`src/hdl/isa_pkg.sv`:
```
// ----------------------------------------------------------------------
// toy isa definitions
// instruction word layout, operation codes and basic widths
// ----------------------------------------------------------------------
package isa_pkg;

    localparam int unsigned XLEN       = 32;
    localparam int unsigned REG_ADDR_W = 5;
    localparam int unsigned NUM_REGS   = 1 << REG_ADDR_W;
    // i form immediate, sign extended to XLEN at issue
    localparam int unsigned IMM_W      = 17;

    typedef enum logic [3:0] {
        ADD = 4'h0,
        SUB = 4'h1,
        AND = 4'h2,
        OR  = 4'h3,
        XOR = 4'h4,
        SLL = 4'h5,
        SRL = 4'h6,
        MUL = 4'h7
    } op_e;

    // r form, both operands from the register file
    typedef struct packed {
        op_e                   op;
        logic                  use_imm;
        logic [REG_ADDR_W-1:0] rd;
        logic [REG_ADDR_W-1:0] rs1;
        logic [REG_ADDR_W-1:0] rs2;
        logic [11:0]           unused;
    } r_form_t;

    // i form, rs2 and the pad bits become a signed immediate
    typedef struct packed {
        op_e                     op;
        logic                    use_imm;
        logic [REG_ADDR_W-1:0]   rd;
        logic [REG_ADDR_W-1:0]   rs1;
        logic signed [IMM_W-1:0] imm;
    } i_form_t;

    // one instruction word, use_imm picks the view
    typedef union packed {
        r_form_t r_form;
        i_form_t i_form;
    } instr_u;

endpackage
```
`src/hdl/issue_pkg.sv`:
```
// ----------------------------------------------------------------------
// issue core payloads
// structs passed between issue stage, lanes and writeback arbiter
// ----------------------------------------------------------------------
package issue_pkg;

    // dispatch payload, shared by all lanes
    typedef struct packed {
        isa_pkg::op_e                   op;
        logic [isa_pkg::REG_ADDR_W-1:0] rd;
        logic [isa_pkg::XLEN-1:0]       operand_a;
        logic [isa_pkg::XLEN-1:0]       operand_b;
    } lane_req_t;

    // lane result waiting for its writeback slot
    typedef struct packed {
        logic [isa_pkg::REG_ADDR_W-1:0] rd;
        logic [isa_pkg::XLEN-1:0]       data;
    } lane_res_t;

    // register file write port
    // also clears the clobber bit and feeds forwarding
    typedef struct packed {
        logic                           we;
        logic [isa_pkg::REG_ADDR_W-1:0] rd;
        logic [isa_pkg::XLEN-1:0]       data;
    } wb_t;

endpackage

```
`src/hdl/exec_lane.sv`:
```
`timescale 1ns/1ps
// ----------------------------------------------------------------------
// execution lane
// single-cycle logic and arithmetic, three-cycle multiply
// ----------------------------------------------------------------------
module exec_lane (
    input  logic                 clk_i,
    input  logic                 rst_ni,
    input  issue_pkg::lane_req_t req_i,
    input  logic                 req_valid_i,
    output logic                 req_ready_o,
    output issue_pkg::lane_res_t res_o,
    output logic                 res_valid_o,
    input  logic                 res_ready_i
);
    typedef enum logic [1:0] {
        S_IDLE,
        S_COMPUTE,
        S_DONE
    } state_e;

    // extra compute cycles for mul after the first one
    localparam logic [1:0] MUL_WAIT = 2'd2;

    state_e                   state_q;
    logic [1:0]               cnt_q;
    issue_pkg::lane_req_t     req_q;
    logic [isa_pkg::XLEN-1:0] result;

    assign req_ready_o = (state_q == S_IDLE);
    assign res_valid_o = (state_q == S_DONE);

    // ------------------------------------------------------------------
    // control
    // ------------------------------------------------------------------
    always_ff @(posedge clk_i or negedge rst_ni) begin
        if (!rst_ni) begin
            state_q <= S_IDLE;
            cnt_q   <= '0;
        end else begin
            case (state_q)
                S_IDLE: begin
                    if (req_valid_i) begin
                        // non-mul ops are ready right after the dispatch edge
                        if (req_i.op == isa_pkg::MUL) begin
                            state_q <= S_COMPUTE;
                            cnt_q   <= MUL_WAIT;
                        end else begin
                            state_q <= S_DONE;
                        end
                    end
                end
                S_COMPUTE: begin
                    if (cnt_q == '0) begin
                        state_q <= S_DONE;
                    end else begin
                        cnt_q <= cnt_q - 2'd1;
                    end
                end
                S_DONE: begin
                    // hold until the arbiter grants us
                    if (res_ready_i) begin
                        state_q <= S_IDLE;
                    end
                end
                default: state_q <= S_IDLE;
            endcase
        end
    end

    // input register, payload only
    always_ff @(posedge clk_i) begin
        if (req_valid_i && req_ready_o) begin
            req_q <= req_i;
        end
    end

    // ------------------------------------------------------------------
    // datapath
    // ------------------------------------------------------------------
    always_comb begin
        case (req_q.op)
            isa_pkg::ADD: result = req_q.operand_a + req_q.operand_b;
            isa_pkg::SUB: result = req_q.operand_a - req_q.operand_b;
            isa_pkg::AND: result = req_q.operand_a & req_q.operand_b;
            isa_pkg::OR:  result = req_q.operand_a | req_q.operand_b;
            isa_pkg::XOR: result = req_q.operand_a ^ req_q.operand_b;
            // shift amount is the low 5 bits of b
            isa_pkg::SLL: result = req_q.operand_a << req_q.operand_b[4:0];
            isa_pkg::SRL: result = req_q.operand_a >> req_q.operand_b[4:0];
            // low half of the product
            isa_pkg::MUL: result = req_q.operand_a * req_q.operand_b;
            default:      result = '0;
        endcase
    end

    assign res_o.rd   = req_q.rd;
    assign res_o.data = result;

    assert property (@(posedge clk_i) disable iff (!rst_ni)
        res_valid_o && !res_ready_i |=> res_valid_o && $stable(res_o))
        else $error("exec_lane: result changed before grant");

endmodule

```
`config.mk`:
```
export PLATFORM = sky130hd
export DESIGN_NAME = exec_lane
export DESIGN_NICKNAME = d
export VERILOG_FILES = /design/src/hdl/isa_pkg.sv /design/src/hdl/issue_pkg.sv /design/src/hdl/exec_lane.sv
export SDC_FILE = /design/constraint.sdc
export NUM_CORES = 2
export LEC_CHECK = 0
export BUFFER_PORTS_ARGS = -buffer_cell sky130_fd_sc_hd__buf_4
export CAP_MARGIN = 25
export CORE_MARGIN = 8
export CORE_UTILIZATION = 45
export CTS_CLUSTER_SIZE = 25
export DETAILED_ROUTE_END_ITERATION = 6
export SLEW_MARGIN = 20
export SYNTH_ARGS = -nofsm -noshare
export SYNTH_HDL_FRONTEND = slang
export SYNTH_SLANG_ARGS = --single-unit
export TNS_END_PERCENT = 50
```
`constraint.sdc`:
```
create_clock -name clk_i -period 21.8 [get_ports clk_i]
set_input_delay 3.27 -clock clk_i [delete_from_list [all_inputs] [get_ports clk_i]]
set_output_delay 3.27 -clock clk_i [all_outputs]
set_load 0.1 [all_outputs]
```
==> out/summary.txt <==
Hold Slack - 559 ps
Drt total wl - 100000 um
Gr ovfl total - 0
Final Hold Fails - 0
DRT Pass-1 Iters - 5
Netlist cell types - 80
Total GRT Usage - 31.8%
WL met1 - 39600 um
Most frequent cells in the layout - 446 x nor2_1, 441 x inv_1, 409 x fa_1
First-pass GRT wire length - 149000 um
Status - complete, no violations
Register Area - 2290 um^2
CTS H-tree depth - 3
Clock-pin slew on the worst setup and hold paths - 80 ps
Post-synthesis instance total - 2850
DR WL/cell - 28.0 um
Initial Util - 45.6%
Fmax - 0.0793 GHz
Mapped cell area - 24600 um^2
Core Util, Final - 49.0%
DR vias - 21866
Async S/R FF share, synth - 5.19%
Area leader, netlist - fa_1
IO buf count - 115
Min-Delay Path Class - reg -> reg
Worst Setup End Kind - primary output
Crit Path Category - reg -> out
Layout cells sized above 1 - 8.65%
Wire length on met3 - 10500 um
Area Growth Syn to Fin - 7.45%
Largest cells by area after synthesis - fa_1 33%, ha_1 11%, edfxtp_1 8.9%, nor2_1 6.8%, inv_1 6.8%
Most common cell after layout, fill and taps aside - nor2_1
Post_cts resized - 0
Total die area - 62300 um^2
Die X-Extent - 250 um
Post-synth EDFFs - 73
Fin. max-slew vios - 0
Sequential area share after synthesis - 9.33%
Rel. slew slack - 21.6%
Iteration-0 DRC count of the detailed router - 2535
Root buffer cell - clkbuf_16
Die Y - 250 um
Syn Nets - 3557
Crit path arrival time - 9350 ps
Final #Nets - 3570
Routability cong. - 1.03
Num CTS Buffers - 9
Setup TNS - 0 ps
Detail Route Antenna Nets - 0
Row count - 85
CTS Sinks - 77
Crit path launch type - register
CORE AREA - 53900 um^2
Slowest stage delay, CP - 780 ps
Req. time, crit path - 18530 ps
Tightest Pin Transition - 1170 ps
Vias per cell - 6.13
Final Setup Violations - 0
Unrepaired setup endpoints after global routing - false
Top Metal Used - met5
Maxcap violations - 0
Minimum clock period after layout - 12620 ps
Final Cycle Share - 57.9%
Multi-input gate area - 19800 um^2
CP most frequent cell - fa_1
Drt drc - 0
HPWL Detailed - 75900 um
Largest net degree at the start of global routing - 95
Area share of the largest cell type after synthesis - 33.3%
WL met2 - 43000 um
Yosys warns - 0
Filler Cell Count - 5148
Vias in the first global route - 22762
Post-Syn Area per Cell - 8.62 um^2
Yosys reg bits - 77
Clk_lat worst skew - 410 ps
Hold Buf Count CTS - 0
CTS max path bufs - 2
Post-CTS Setup Inserts - 0
Slowest-stage cell, CP - clkinv_1
Initial antenna violation count - 3
TritonCTS clock tree - yes
Post-synth top flop - edfxtp_1
IO Pins - 116
Critical Path Fanout Max - 18
Fin Clk Skew - 23.7 ps
## layout make-up
| cell class | instances | share of cell area (%) |
|---|---|---|
| Multi-Input combinational cell | 2140 | 75.2 |
| Clock inverter | 7 | 0.441 |
| Antenna cell | 1 | 0.00948 |
| Sequential cell | 77 | 8.68 |
| Inverter | 464 | 6.60 |
| Clock buffer | 9 | 0.853 |
| Tap cell | 696 | 3.30 |
| Timing Repair Buffer | 171 | 4.97 |
## through the flow
stage / worst slack, ps / area (um^2) / cells
CTS: 9420 / 26400 / 3563
global route: 9010 / 26400 / 3564
detailed placement: 9860 / 26000 / 3547
global placement: 9920 / 26000 / 3546
finish: 9180 / 26400 / 3565
floorplan: 7760 / 24600 / 2850
## registers in the layout, summed over array words and instances, names as in the netlist
register  flops
res_o         5
state_q       2
cnt_q         2
req_q        68
## kinds of logic (layout without fill, tap and decap cells)
| kind of cell | Yosys count | count (layout) | share of synthesized area (%) |
|---|---|---|---|
| AND/OR/NAND/NOR | 861 | 861 | 14.3 |
| AO/OA/AOI/OAI | 419 | 419 | 11.6 |
| multiplexers | 99 | 99 | 5.57 |
| XOR/XNOR | 131 | 131 | 4.67 |
| buffers and inverters | 633 | 651 | 9.99 |
| flip-flops | 77 | 77 | 9.33 |
| other | 0 | 1 | 0 |
| adder cells (fa/ha/maj) | 630 | 630 | 44.6 |
## metal layers
layer | vias to the layer above | track usage [%]
li1 | 9197 | -
met5 | - | 0
met1 | 10891 | 41.9
met2 | 1433 | 48.0
met4 | 4 | 17.7
met3 | 341 | 7.39
## cell usage after synthesis, types with 17 or more instances
master / count
mux4_2: 27
ha_1: 221
nand2b_1: 18
nand3_1: 18
nand2_1: 297
edfxtp_1: 73
o21ai_0: 103
mux2i_1: 64
xnor2_1: 103
nor3_1: 21
buf_1: 36
clkbuf_1: 107
a21o_1: 29
a21oi_1: 85
xor2_1: 28
fa_1: 409
inv_1: 442
nor2_1: 446
a221o_1: 17
a221oi_1: 30
## worst max-delay path, delay by kind of cell, from the launching register on
family	cells	cell delay (ps)
buffers and inverters	10	1890
flip-flops	1	320
XOR/XNOR	1	190
AO/OA/AOI/OAI	7	2300
adder cells (fa/ha/maj)	9	3830
AND/OR/NAND/NOR	1	370
## final timing paths
path	start	slack, ps	cells after the start	endpoint
setup / recovery	req_q[37]	9180	28	res_o[25]
hold / removal	cnt_q[1]	560	2	cnt_q[1]
setup reg to reg	state_q[0]	20010	3	req_q[57]
hold reg to reg	cnt_q[1]	560	2	cnt_q[1]
max in group asynchronous	rst_ni	19040	1	state_q[0]
min in group asynchronous	rst_ni	2650	1	cnt_q[1]
Power is not shown: default switching activity piles up to over one toggle a cycle in this logic, so the estimate is an artifact.
