## config.mk

```make
export PLATFORM = sky130hd
export DESIGN_NAME = writeback_arbiter
export DESIGN_NICKNAME = d
export VERILOG_FILES = /design/src/hdl/isa_pkg.sv /design/src/hdl/issue_pkg.sv /design/src/hdl/writeback_arbiter.sv
export SDC_FILE = /design/constraint.sdc
export NUM_CORES = 1
export LEC_CHECK = 0
export BUFFER_PORTS_ARGS = -buffer_cell sky130_fd_sc_hd__buf_2
export CAP_MARGIN = 10
export CELL_PAD_IN_SITES_DETAIL_PLACEMENT = 1
export CELL_PAD_IN_SITES_GLOBAL_PLACEMENT = 2
export CORE_MARGIN = 2
export CORE_UTILIZATION = 10
export DETAILED_ROUTE_END_ITERATION = 16
export PLACE_DENSITY = 0.92
export SLEW_MARGIN = 20
export SYNTH_ARGS = -nofsm -noshare
export SYNTH_HDL_FRONTEND = slang
export SYNTH_SLANG_ARGS = --single-unit
```

## constraint.sdc

```tcl
create_clock -name vclk -period 1.95
set_clock_uncertainty 0.2 [all_clocks]
set_input_delay 0.0975 -clock vclk [all_inputs]
set_output_delay 0.0975 -clock vclk [all_outputs]
set_load 0.005 [all_outputs]
```

## src/hdl/isa_pkg.sv

```systemverilog
// ----------------------------------------------------------------------
// toy isa definitions
// instruction word layout, operation codes and basic widths
// ----------------------------------------------------------------------
package isa_pkg;

    localparam int unsigned XLEN       = 32;
    localparam int unsigned REG_ADDR_W = 5;
    localparam int unsigned NUM_REGS   = 1 << REG_ADDR_W;
    // i form immediate, sign extended to XLEN at issue
    localparam int unsigned IMM_W      = 17;

    typedef enum logic [3:0] {
        ADD = 4'h0,
        SUB = 4'h1,
        AND = 4'h2,
        OR  = 4'h3,
        XOR = 4'h4,
        SLL = 4'h5,
        SRL = 4'h6,
        MUL = 4'h7
    } op_e;

    // r form, both operands from the register file
    typedef struct packed {
        op_e                   op;
        logic                  use_imm;
        logic [REG_ADDR_W-1:0] rd;
        logic [REG_ADDR_W-1:0] rs1;
        logic [REG_ADDR_W-1:0] rs2;
        logic [11:0]           unused;
    } r_form_t;

    // i form, rs2 and the pad bits become a signed immediate
    typedef struct packed {
        op_e                     op;
        logic                    use_imm;
        logic [REG_ADDR_W-1:0]   rd;
        logic [REG_ADDR_W-1:0]   rs1;
        logic signed [IMM_W-1:0] imm;
    } i_form_t;

    // one instruction word, use_imm picks the view
    typedef union packed {
        r_form_t r_form;
        i_form_t i_form;
    } instr_u;

endpackage
```

## src/hdl/issue_pkg.sv

```systemverilog
// ----------------------------------------------------------------------
// issue core payloads
// structs passed between issue stage, lanes and writeback arbiter
// ----------------------------------------------------------------------
package issue_pkg;

    // dispatch payload, shared by all lanes
    typedef struct packed {
        isa_pkg::op_e                   op;
        logic [isa_pkg::REG_ADDR_W-1:0] rd;
        logic [isa_pkg::XLEN-1:0]       operand_a;
        logic [isa_pkg::XLEN-1:0]       operand_b;
    } lane_req_t;

    // lane result waiting for its writeback slot
    typedef struct packed {
        logic [isa_pkg::REG_ADDR_W-1:0] rd;
        logic [isa_pkg::XLEN-1:0]       data;
    } lane_res_t;

    // register file write port
    // also clears the clobber bit and feeds forwarding
    typedef struct packed {
        logic                           we;
        logic [isa_pkg::REG_ADDR_W-1:0] rd;
        logic [isa_pkg::XLEN-1:0]       data;
    } wb_t;

endpackage

```

## src/hdl/writeback_arbiter.sv

```systemverilog
`timescale 1ns/1ps
// ----------------------------------------------------------------------
// writeback arbiter
// fixed priority over lane results, lowest index wins the write port
// ----------------------------------------------------------------------
module writeback_arbiter #(
    parameter int unsigned NUM_LANES = 3
) (
    input  logic                                 clk_i,
    input  logic                                 rst_ni,
    input  issue_pkg::lane_res_t [NUM_LANES-1:0] res_i,
    input  logic [NUM_LANES-1:0]                 res_valid_i,
    output logic [NUM_LANES-1:0]                 res_ready_o,
    output issue_pkg::wb_t                       wb_o
);
    logic granted;

    always_comb begin
        res_ready_o = '0;
        wb_o        = '0;
        granted     = 1'b0;
        for (int k = 0; k < NUM_LANES; k++) begin
            if (res_valid_i[k] && !granted) begin
                res_ready_o[k] = 1'b1;
                granted        = 1'b1;
                wb_o.rd        = res_i[k].rd;
                wb_o.data      = res_i[k].data;
                // x0 results still retire, but never write
                wb_o.we        = (res_i[k].rd != '0);
            end
        end
    end

    assert property (@(posedge clk_i) disable iff (!rst_ni) $onehot0(res_ready_o))
        else $error("writeback_arbiter: grant not one-hot");

endmodule

```

==> results.ini, run 1 <==
[run_status]
status=finished, final reports clean

[timing]
relSlewSlack_pct=71.44
hold_violations=0
tightestPinTransition_ps=428.3
fin_tns_setup_ps=0
hold-worst-slack_ps=271.2
period_needed_ps=1542
maxSlewViolCount=0
setup_ws_ps=408.2
rsz0062_at_grt=no
setup_viol=0
fmax_ghz=0.6486
post-route-period-util_pct=79.07

[logic_synthesis]
ys_types=19
ys_warn_count=0
synthCells=138
ys_seq_area_share_pct=0
synth_fp_nets=254
synth.cell_area_um2=768.2
postSynthAreaPerCell_um2=5.567

[pwr]
powerDensity_mw_per_mm2=210.3
irDropWorstVdd_v=0.00005150
power_uw=344.5
power.leakage_uw=0.0008972

[min_path]
worstHoldStart=res_i[1]
hp-class=primary input to primary output
hold_path_depth=4
min_to=wb_o[1]

[layout]
syn_to_final_growth_pct=113.2
most-common-layout-cells=buf_2, a22oi_1, nand2_1, o21ai_0, buf_4
clock_buffers=0
seq_cells=0
drive_gt1_share_pct=58.16
register_area_um2=0
n_fill_cell=979
final_common_cell=buf_2
diodes=0
nets=400

[global_route]
grt_pass1_wl_um=7638
grt_start_max_net_pins=52
antenna_found_initial=0
track_usage_pct=10.49
grt_remaining_overflow=0
grt_pass1_vias=1662

[flow_run]
cap_viol_max_count=0

[drt]
dr.pass1.iters=4
antenna_left=0
vias_per_cell=4.262
drc_errors=0
via_count=1624
post_drt_wl_per_cell_um=12.53
drt_iter0_drc=39
totalWireLength_um=4775

[worst_setup_path]
required_ps=1650
cp_common_cell=buf_2
cp.arrival_ps=1240
cp_max_fo=2
critPathKind=primary input to primary output
cp-end-kind=primary output
cp_slowest_cell=or4_1
max_stage_delay_ps=550
path_cells=buf_2, or4_1, a221oi_2, a22oi_1, buf_2
crit_path_start_kind=primary input
crit_start=res_i[73]

[floorplanning]
die_area_mm2=0.008400
die_y_um=91.65
die_w_um=91.65
start_util_pct=10.48
rows=31
io_pins=157
coreArea_mm2=0.007331

[cts]
post_cts_resized=0
postCtsHoldBufs=0
post-cts-setup-buffer-count=0

[placement]
io_buffers=155
place_hpwl_um=3974
pre_cts_ws_ps=403.8
gp_congestion=0.7516

[routing by layer]
metal	share of wire [%]	track usage, %
met2	53	21.26
met5	0	0
met3	9.3	1.890
met1	37	11.71
met4	0	0.5051
[cell families after synthesis]
logic type / count (synthesis) / synth area share, %
AO/OA/AOI/OAI: 76 / 63.52
AND/OR/NAND/NOR: 43 / 24.43
buffers and inverters: 18 / 10.59
multiplexers: 1 / 1.466
[where the power goes]
| part | internal (µW) | leakage [µW] | switching, µW |
|---|---|---|---|
| sequential | 0 | 0 | 0 |
| clock | 0 | 0 | 0 |
| combinational | 186 | 0.000897 | 158 |
| total | 186 | 0.000897 | 158 |
[how the worst max path moves through the flow]
stage | endpoint | slack (ps) | cells past startpoint
after floorplan | wb_o[37] | 680 | 3
after global placement | wb_o[37] | 400 | 5
after detailed placement | wb_o[37] | 400 | 5
after CTS | wb_o[37] | 400 | 5
after global routing | wb_o[37] | 370 | 5
final | wb_o[37] | 410 | 5
[synth_stat cells]
library cell / number / area share, %
a221oi_1: 1 / 1.1
and3b_1: 1 / 1.1
nor2b_1: 3 / 2.4
or4b_1: 1 / 1.3
a221oi_2: 1 / 2.0
nand2_1: 35 / 17
mux2_2: 1 / 1.5
clkbuf_1: 7 / 3.4
buf_2: 8 / 5.2
a22oi_1: 36 / 35
o21ai_0: 35 / 23
inv_1: 1 / 0.49
buf_1: 1 / 0.49
a21oi_1: 1 / 0.65
or4_1: 2 / 2.0
o22ai_1: 1 / 0.81
buf_4: 1 / 0.98
a21o_1: 1 / 0.98
nor2_1: 1 / 0.49
[worst max-delay path, delay by kind of cell]
family                 cells  cell delay [ps]
AND/OR/NAND/NOR            1              550
AO/OA/AOI/OAI              2              360
buffers and inverters      2              240
[final cells by class]
cell class,instances,area (µm²),area share [%]
Multi-Input combinational cell,120,689.4,42.09
Timing Repair Buffer,161,820.8,50.11
Inverter,1,3.754,0.2292
Tap cell,99,123.9,7.563
[through the flow]
stage | area, µm² | std cells | util (%)
detailed placement | 1638 | 381 | 22.34
global route | 1638 | 381 | 22.34
global placement | 1638 | 381 | 22.34
CTS | 1638 | 381 | 22.34
finish | 1638 | 381 | 22.34
floorplan | 768.2 | 138 | -
Power figures use the tool's default switching activity.
==> inputs of run 2 (changes only) <==
==> constraint.sdc (replaced) <==
create_clock -name vclk -period 1.5
set_clock_uncertainty 0.2 [all_clocks]
set_input_delay 0.075 -clock vclk [all_inputs]
set_output_delay 0.075 -clock vclk [all_outputs]
set_load 0.005 [all_outputs]
==> results.ini, run 2 (synthesis results as in run 1) <==
[layout]
clock_buffers=0
register_area_um2=0
nets=401
diodes=0
drive_gt1_share_pct=59.01
layout.cells.non_filler=382
most-common-layout-cells=buf_2, a22oi_1, nand2_1, o21ai_0, buf_4
seq_cells=0
final_common_cell=buf_2
syn_to_final_growth_pct=118.2
n_fill_cell=983

[floorplanning]
io_pins=157
die_area_mm2=0.008400
start_util_pct=10.48
coreArea_mm2=0.007331
rows=31
die_y_um=91.65
die_w_um=91.65

[global_route]
antenna_found_initial=0
grt_pass1_vias=1774
track_usage_pct=10.68
grt_remaining_overflow=0
grt_pass1_wl_um=7907
grt_start_max_net_pins=52

[timing]
post-route-period-util_pct=98.96
period_needed_ps=1484
maxSlewViolCount=0
fin_tns_setup_ps=0
relSlewSlack_pct=71.11
fmax_ghz=0.6737
setup_ws_ps=15.57
rsz0062_at_grt=yes
tightestPinTransition_ps=433.4
setup_viol=0
hold_violations=0

[flow_run]
cap_viol_max_count=0

[placement]
pre_cts_ws_ps=-31.79
gp_congestion=0.8060
place_hpwl_um=4108
io_buffers=155
place_inst=382

[cts]
post-cts-setup-buffer-count=0

[pwr]
swShare_pct=45.67
seqPwrFrac_pct=0
clockPowerShare_pct=0
switchingPower_uw=211.6
p_comb_share_pct=100.0
power.leakage_uw=0.0009119
p_int_uw=251.7
powerDensity_mw_per_mm2=276.3
irDropWorstVdd_v=0.00008477

[drt]
dr.pass1.iters=4
vias_per_cell=4.275
post_drt_wl_per_cell_um=12.62
via_count=1633
drc_errors=0
drt_iter0_drc=34
totalWireLength_um=4819
antenna_left=0

[worst_setup_path]
max_stage_delay_ps=530
path_cells=buf_6, or4_4, a221oi_2, a22oi_1, buf_2
crit_cells=5
cp.arrival_ps=1210
critPathKind=primary input to primary output
path_buf_inv=2
cp-endpoint=wb_o[37]
crit_path_start_kind=primary input
cp-end-kind=primary output
cp_max_fo=2
crit_start=res_i[69]
required_ps=1220
cp_slowest_cell=or4_4
cp_top_family=simple AND/OR/NAND/NOR gates

[min_path]
hp-class=primary input to primary output

[run_status]
status=finished, final reports clean

run 2: cell count changes in the layout (fill, tap and decap cells not counted), sizes merged:
cell | before | now
buf | 161 | 162
run 2: layer usage:
metal | GRT usage, % | up-vias | wire length, µm
li1 | - | 812 | -
met1 | 12.20 | 728 | 1869
met2 | 21.51 | 91 | 2534
met3 | 1.726 | 2 | 400
met4 | 0.3788 | 0 | 14
met5 | 0 | - | 0
run 2: area by class of cell:
cell class	instances	area [µm²]	share of cell area (%)
Inverter	1	3.754	0.2239
Multi-Input combinational cell	120	695.7	41.49
Tap cell	99	123.9	7.388
Timing Repair Buffer	162	853.3	50.90
run 2: how the worst min path moves through the flow:
| stage | cells past startpoint | slack [ps] | start | to |
|---|---|---|---|---|
| finish | 4 | 230 | res_i[1] | wb_o[1] |
| detailed placement | 4 | 230 | res_i[1] | wb_o[1] |
| global placement | 4 | 220 | res_i[13] | wb_o[13] |
| CTS | 4 | 230 | res_i[1] | wb_o[1] |
| floorplan | 1 | -3 | res_valid_i[0] | res_ready_o[2] |
| global route | 4 | 250 | res_i[11] | wb_o[11] |
run 2: what timing repair did:
item	in CTS	in global routing
gates cloned	0	0
gates resized for setup	1	3
setup endpoints to repair	1	2
pin swaps	2	3
hold buffers	0	0
run 2: tightest hold or removal path, cell delays in order:
cell,delay [ps]
buf_2,70
nand2_1,40
o21ai_0,60
buf_2,110
run 2: per-stage QoR:
step	power (µW)	hold WS, ps	utilization, %	instance area [µm²]
CTS	467.5	229.1	22.67	1662
detailed placement	464.4	225.3	22.61	1658
global route	520.2	246.0	22.87	1677
floorplan	181.8	-2.834	-	768.2
finish	463.2	227.3	22.87	1677
global placement	447.5	218.4	22.61	1658
run 2: power by group through the flow:
stage | clock network [µW] | registers [µW] | logic (µW)
floorplan | 0 | 0 | 182
global placement | 0 | 0 | 447
detailed placement | 0 | 0 | 464
CTS | 0 | 0 | 468
global route | 0 | 0 | 520
finish | 0 | 0 | 463
==> inputs of run 3 (changes only) <==
--- a/config.mk
+++ b/config.mk
@@ -5,14 +5,15 @@
 export SDC_FILE = /design/constraint.sdc
 export NUM_CORES = 1
 export LEC_CHECK = 0
-export BUFFER_PORTS_ARGS = -buffer_cell sky130_fd_sc_hd__buf_2
 export CAP_MARGIN = 10
 export CELL_PAD_IN_SITES_DETAIL_PLACEMENT = 1
 export CELL_PAD_IN_SITES_GLOBAL_PLACEMENT = 2
-export CORE_MARGIN = 2
-export CORE_UTILIZATION = 10
+export CORE_MARGIN = 4
+export CORE_UTILIZATION = 23
 export DETAILED_ROUTE_END_ITERATION = 16
-export PLACE_DENSITY = 0.92
+export DONT_BUFFER_PORTS = 1
+export PLACE_DENSITY = 0.81
+export RECOVER_POWER = 100
 export SLEW_MARGIN = 20
 export SYNTH_ARGS = -nofsm -noshare
 export SYNTH_HDL_FRONTEND = slang
==> results.ini, run 3 (synthesis results as in run 1) <==
[run_status]
status=complete, but fails checks
violations=negative hold slack

[global_route]
antenna_found_initial=0
grt_remaining_overflow=0
grt_pass1_wl_um=5333
grt_start_max_net_pins=81
grt_pass1_vias=1090
track_usage_pct=14.81

[worst_setup_path]
path_cells=or4_1, a221oi_1, a22oi_1
cp_slowest_cell=or4_1
required_ps=1220
cp.arrival_ps=1040
cp_max_fo=2
critPathKind=primary input to primary output
cp-end-kind=primary output
max_stage_delay_ps=520
cp_top_family=simple AND/OR/NAND/NOR gates
crit_path_start_kind=primary input
path_buf_inv=0

[pwr]
swShare_pct=55.15
switchingPower_uw=96.32
clockPowerShare_pct=0
p_int_uw=78.33
p_comb_share_pct=100.0
powerDensity_mw_per_mm2=228.1
seqPwrFrac_pct=0
power.leakage_uw=0.0002553
irDropWorstVdd_v=0.00005574

[drt]
via_count=1048
antenna_left=0
vias_per_cell=6.201
dr.pass1.iters=4
post_drt_wl_per_cell_um=21.89
totalWireLength_um=3700
drc_errors=0
drt_iter0_drc=19

[timing]
fin_tns_setup_ps=0
relSlewSlack_pct=77.49
maxSlewViolCount=0
tightestPinTransition_ps=337.6
rsz0062_at_grt=no
fmax_ghz=0.7601
post-route-period-util_pct=87.70
setup_viol=0
hold-worst-slack_ps=-4.939
period_needed_ps=1316
hold_violations=1

[floorplanning]
start_util_pct=24.56
rows=20
die_y_um=65.80
coreArea_mm2=0.003128
die_w_um=65.80
die_area_mm2=0.004329
io_pins=157

[layout]
clock_buffers=0
syn_to_final_growth_pct=-0.3258
final_common_cell=a22oi_1
diodes=0
nets=243
seq_cells=0
register_area_um2=0
design_area_um2=765.7
most-common-layout-cells=a22oi_1, nand2_1, o21ai_0
drive_gt1_share_pct=1.600

[min_path]
worstHoldStart=res_valid_i[0]
min_to=res_ready_o[1]
hp-class=primary input to primary output
hold_path_depth=1

[placement]
place_area_um2=770.7
gp_congestion=0.6976
io_buffers=0
place_hpwl_um=3041

[flow_run]
cap_viol_max_count=0

[cts]
post_cts_resized=0

run 3: changes by cell type in the layout (fill, tap and decap cells not counted), sizes merged:
cell         delta
dlygate4sd3     +1
buf           -161
clkbuf          +2
run 3: layer usage:
metal,vias up,GRT usage (%),share of wire [%]
li1,495,-,-
met1,471,15.14,33
met2,80,31.04,56
met3,2,3.061,11
met4,0,1.036,0.32
met5,-,0,0
run 3: how the worst max path moves through the flow:
stage | to | from | slack (ps) | cells past startpoint
after floorplan | wb_o[37] | res_i[73] | 270 | 3
after global placement | wb_o[37] | res_i[73] | 240 | 3
after detailed placement | wb_o[37] | res_i[73] | 230 | 3
after CTS | wb_o[37] | res_i[73] | 220 | 3
after global routing | wb_o[37] | res_i[73] | 90 | 3
final | wb_o[37] | res_i[73] | 180 | 3
run 3: what timing repair did:
| action | 4_1_cts | 5_1_grt |
|---|---|---|
| hold buffers | 1 | 0 |
| hold endpoints to repair | 1 | 0 |
| buffers inserted | 0 | 0 |
run 3: area by class of cell:
type / count / area (µm²)
fillers: 425 / 2362
multi-input cells: 120 / 680.7
well taps: 44 / 55.05
repair buffers: 4 / 26.28
inverters: 1 / 3.754
run 3: through the flow:
step | setup WS, ps | hold slack (ps) | total power, µW | utilization, % | instances
6_report | 184.5 | -4.939 | 174.7 | 24.48 | 169
5_1_grt | 90.81 | 5.470 | 200.1 | 24.48 | 169
4_1_cts | 220.8 | 3.837 | 182.0 | 24.96 | 169
3_5_place_dp | 225.7 | -47.15 | 179.0 | 24.64 | 168
3_3_place_gp | 239.5 | -46.43 | 169.5 | 24.64 | 168
2_1_floorplan | 270.6 | -2.834 | 181.8 | - | 138
run 3: power by group through the flow:
stage	registers (µW)	logic, µW	clock network [µW]
floorplan	0	182	0
global placement	0	169	0
detailed placement	0	179	0
CTS	0	182	0
global route	0	200	0
finish	0	175	0
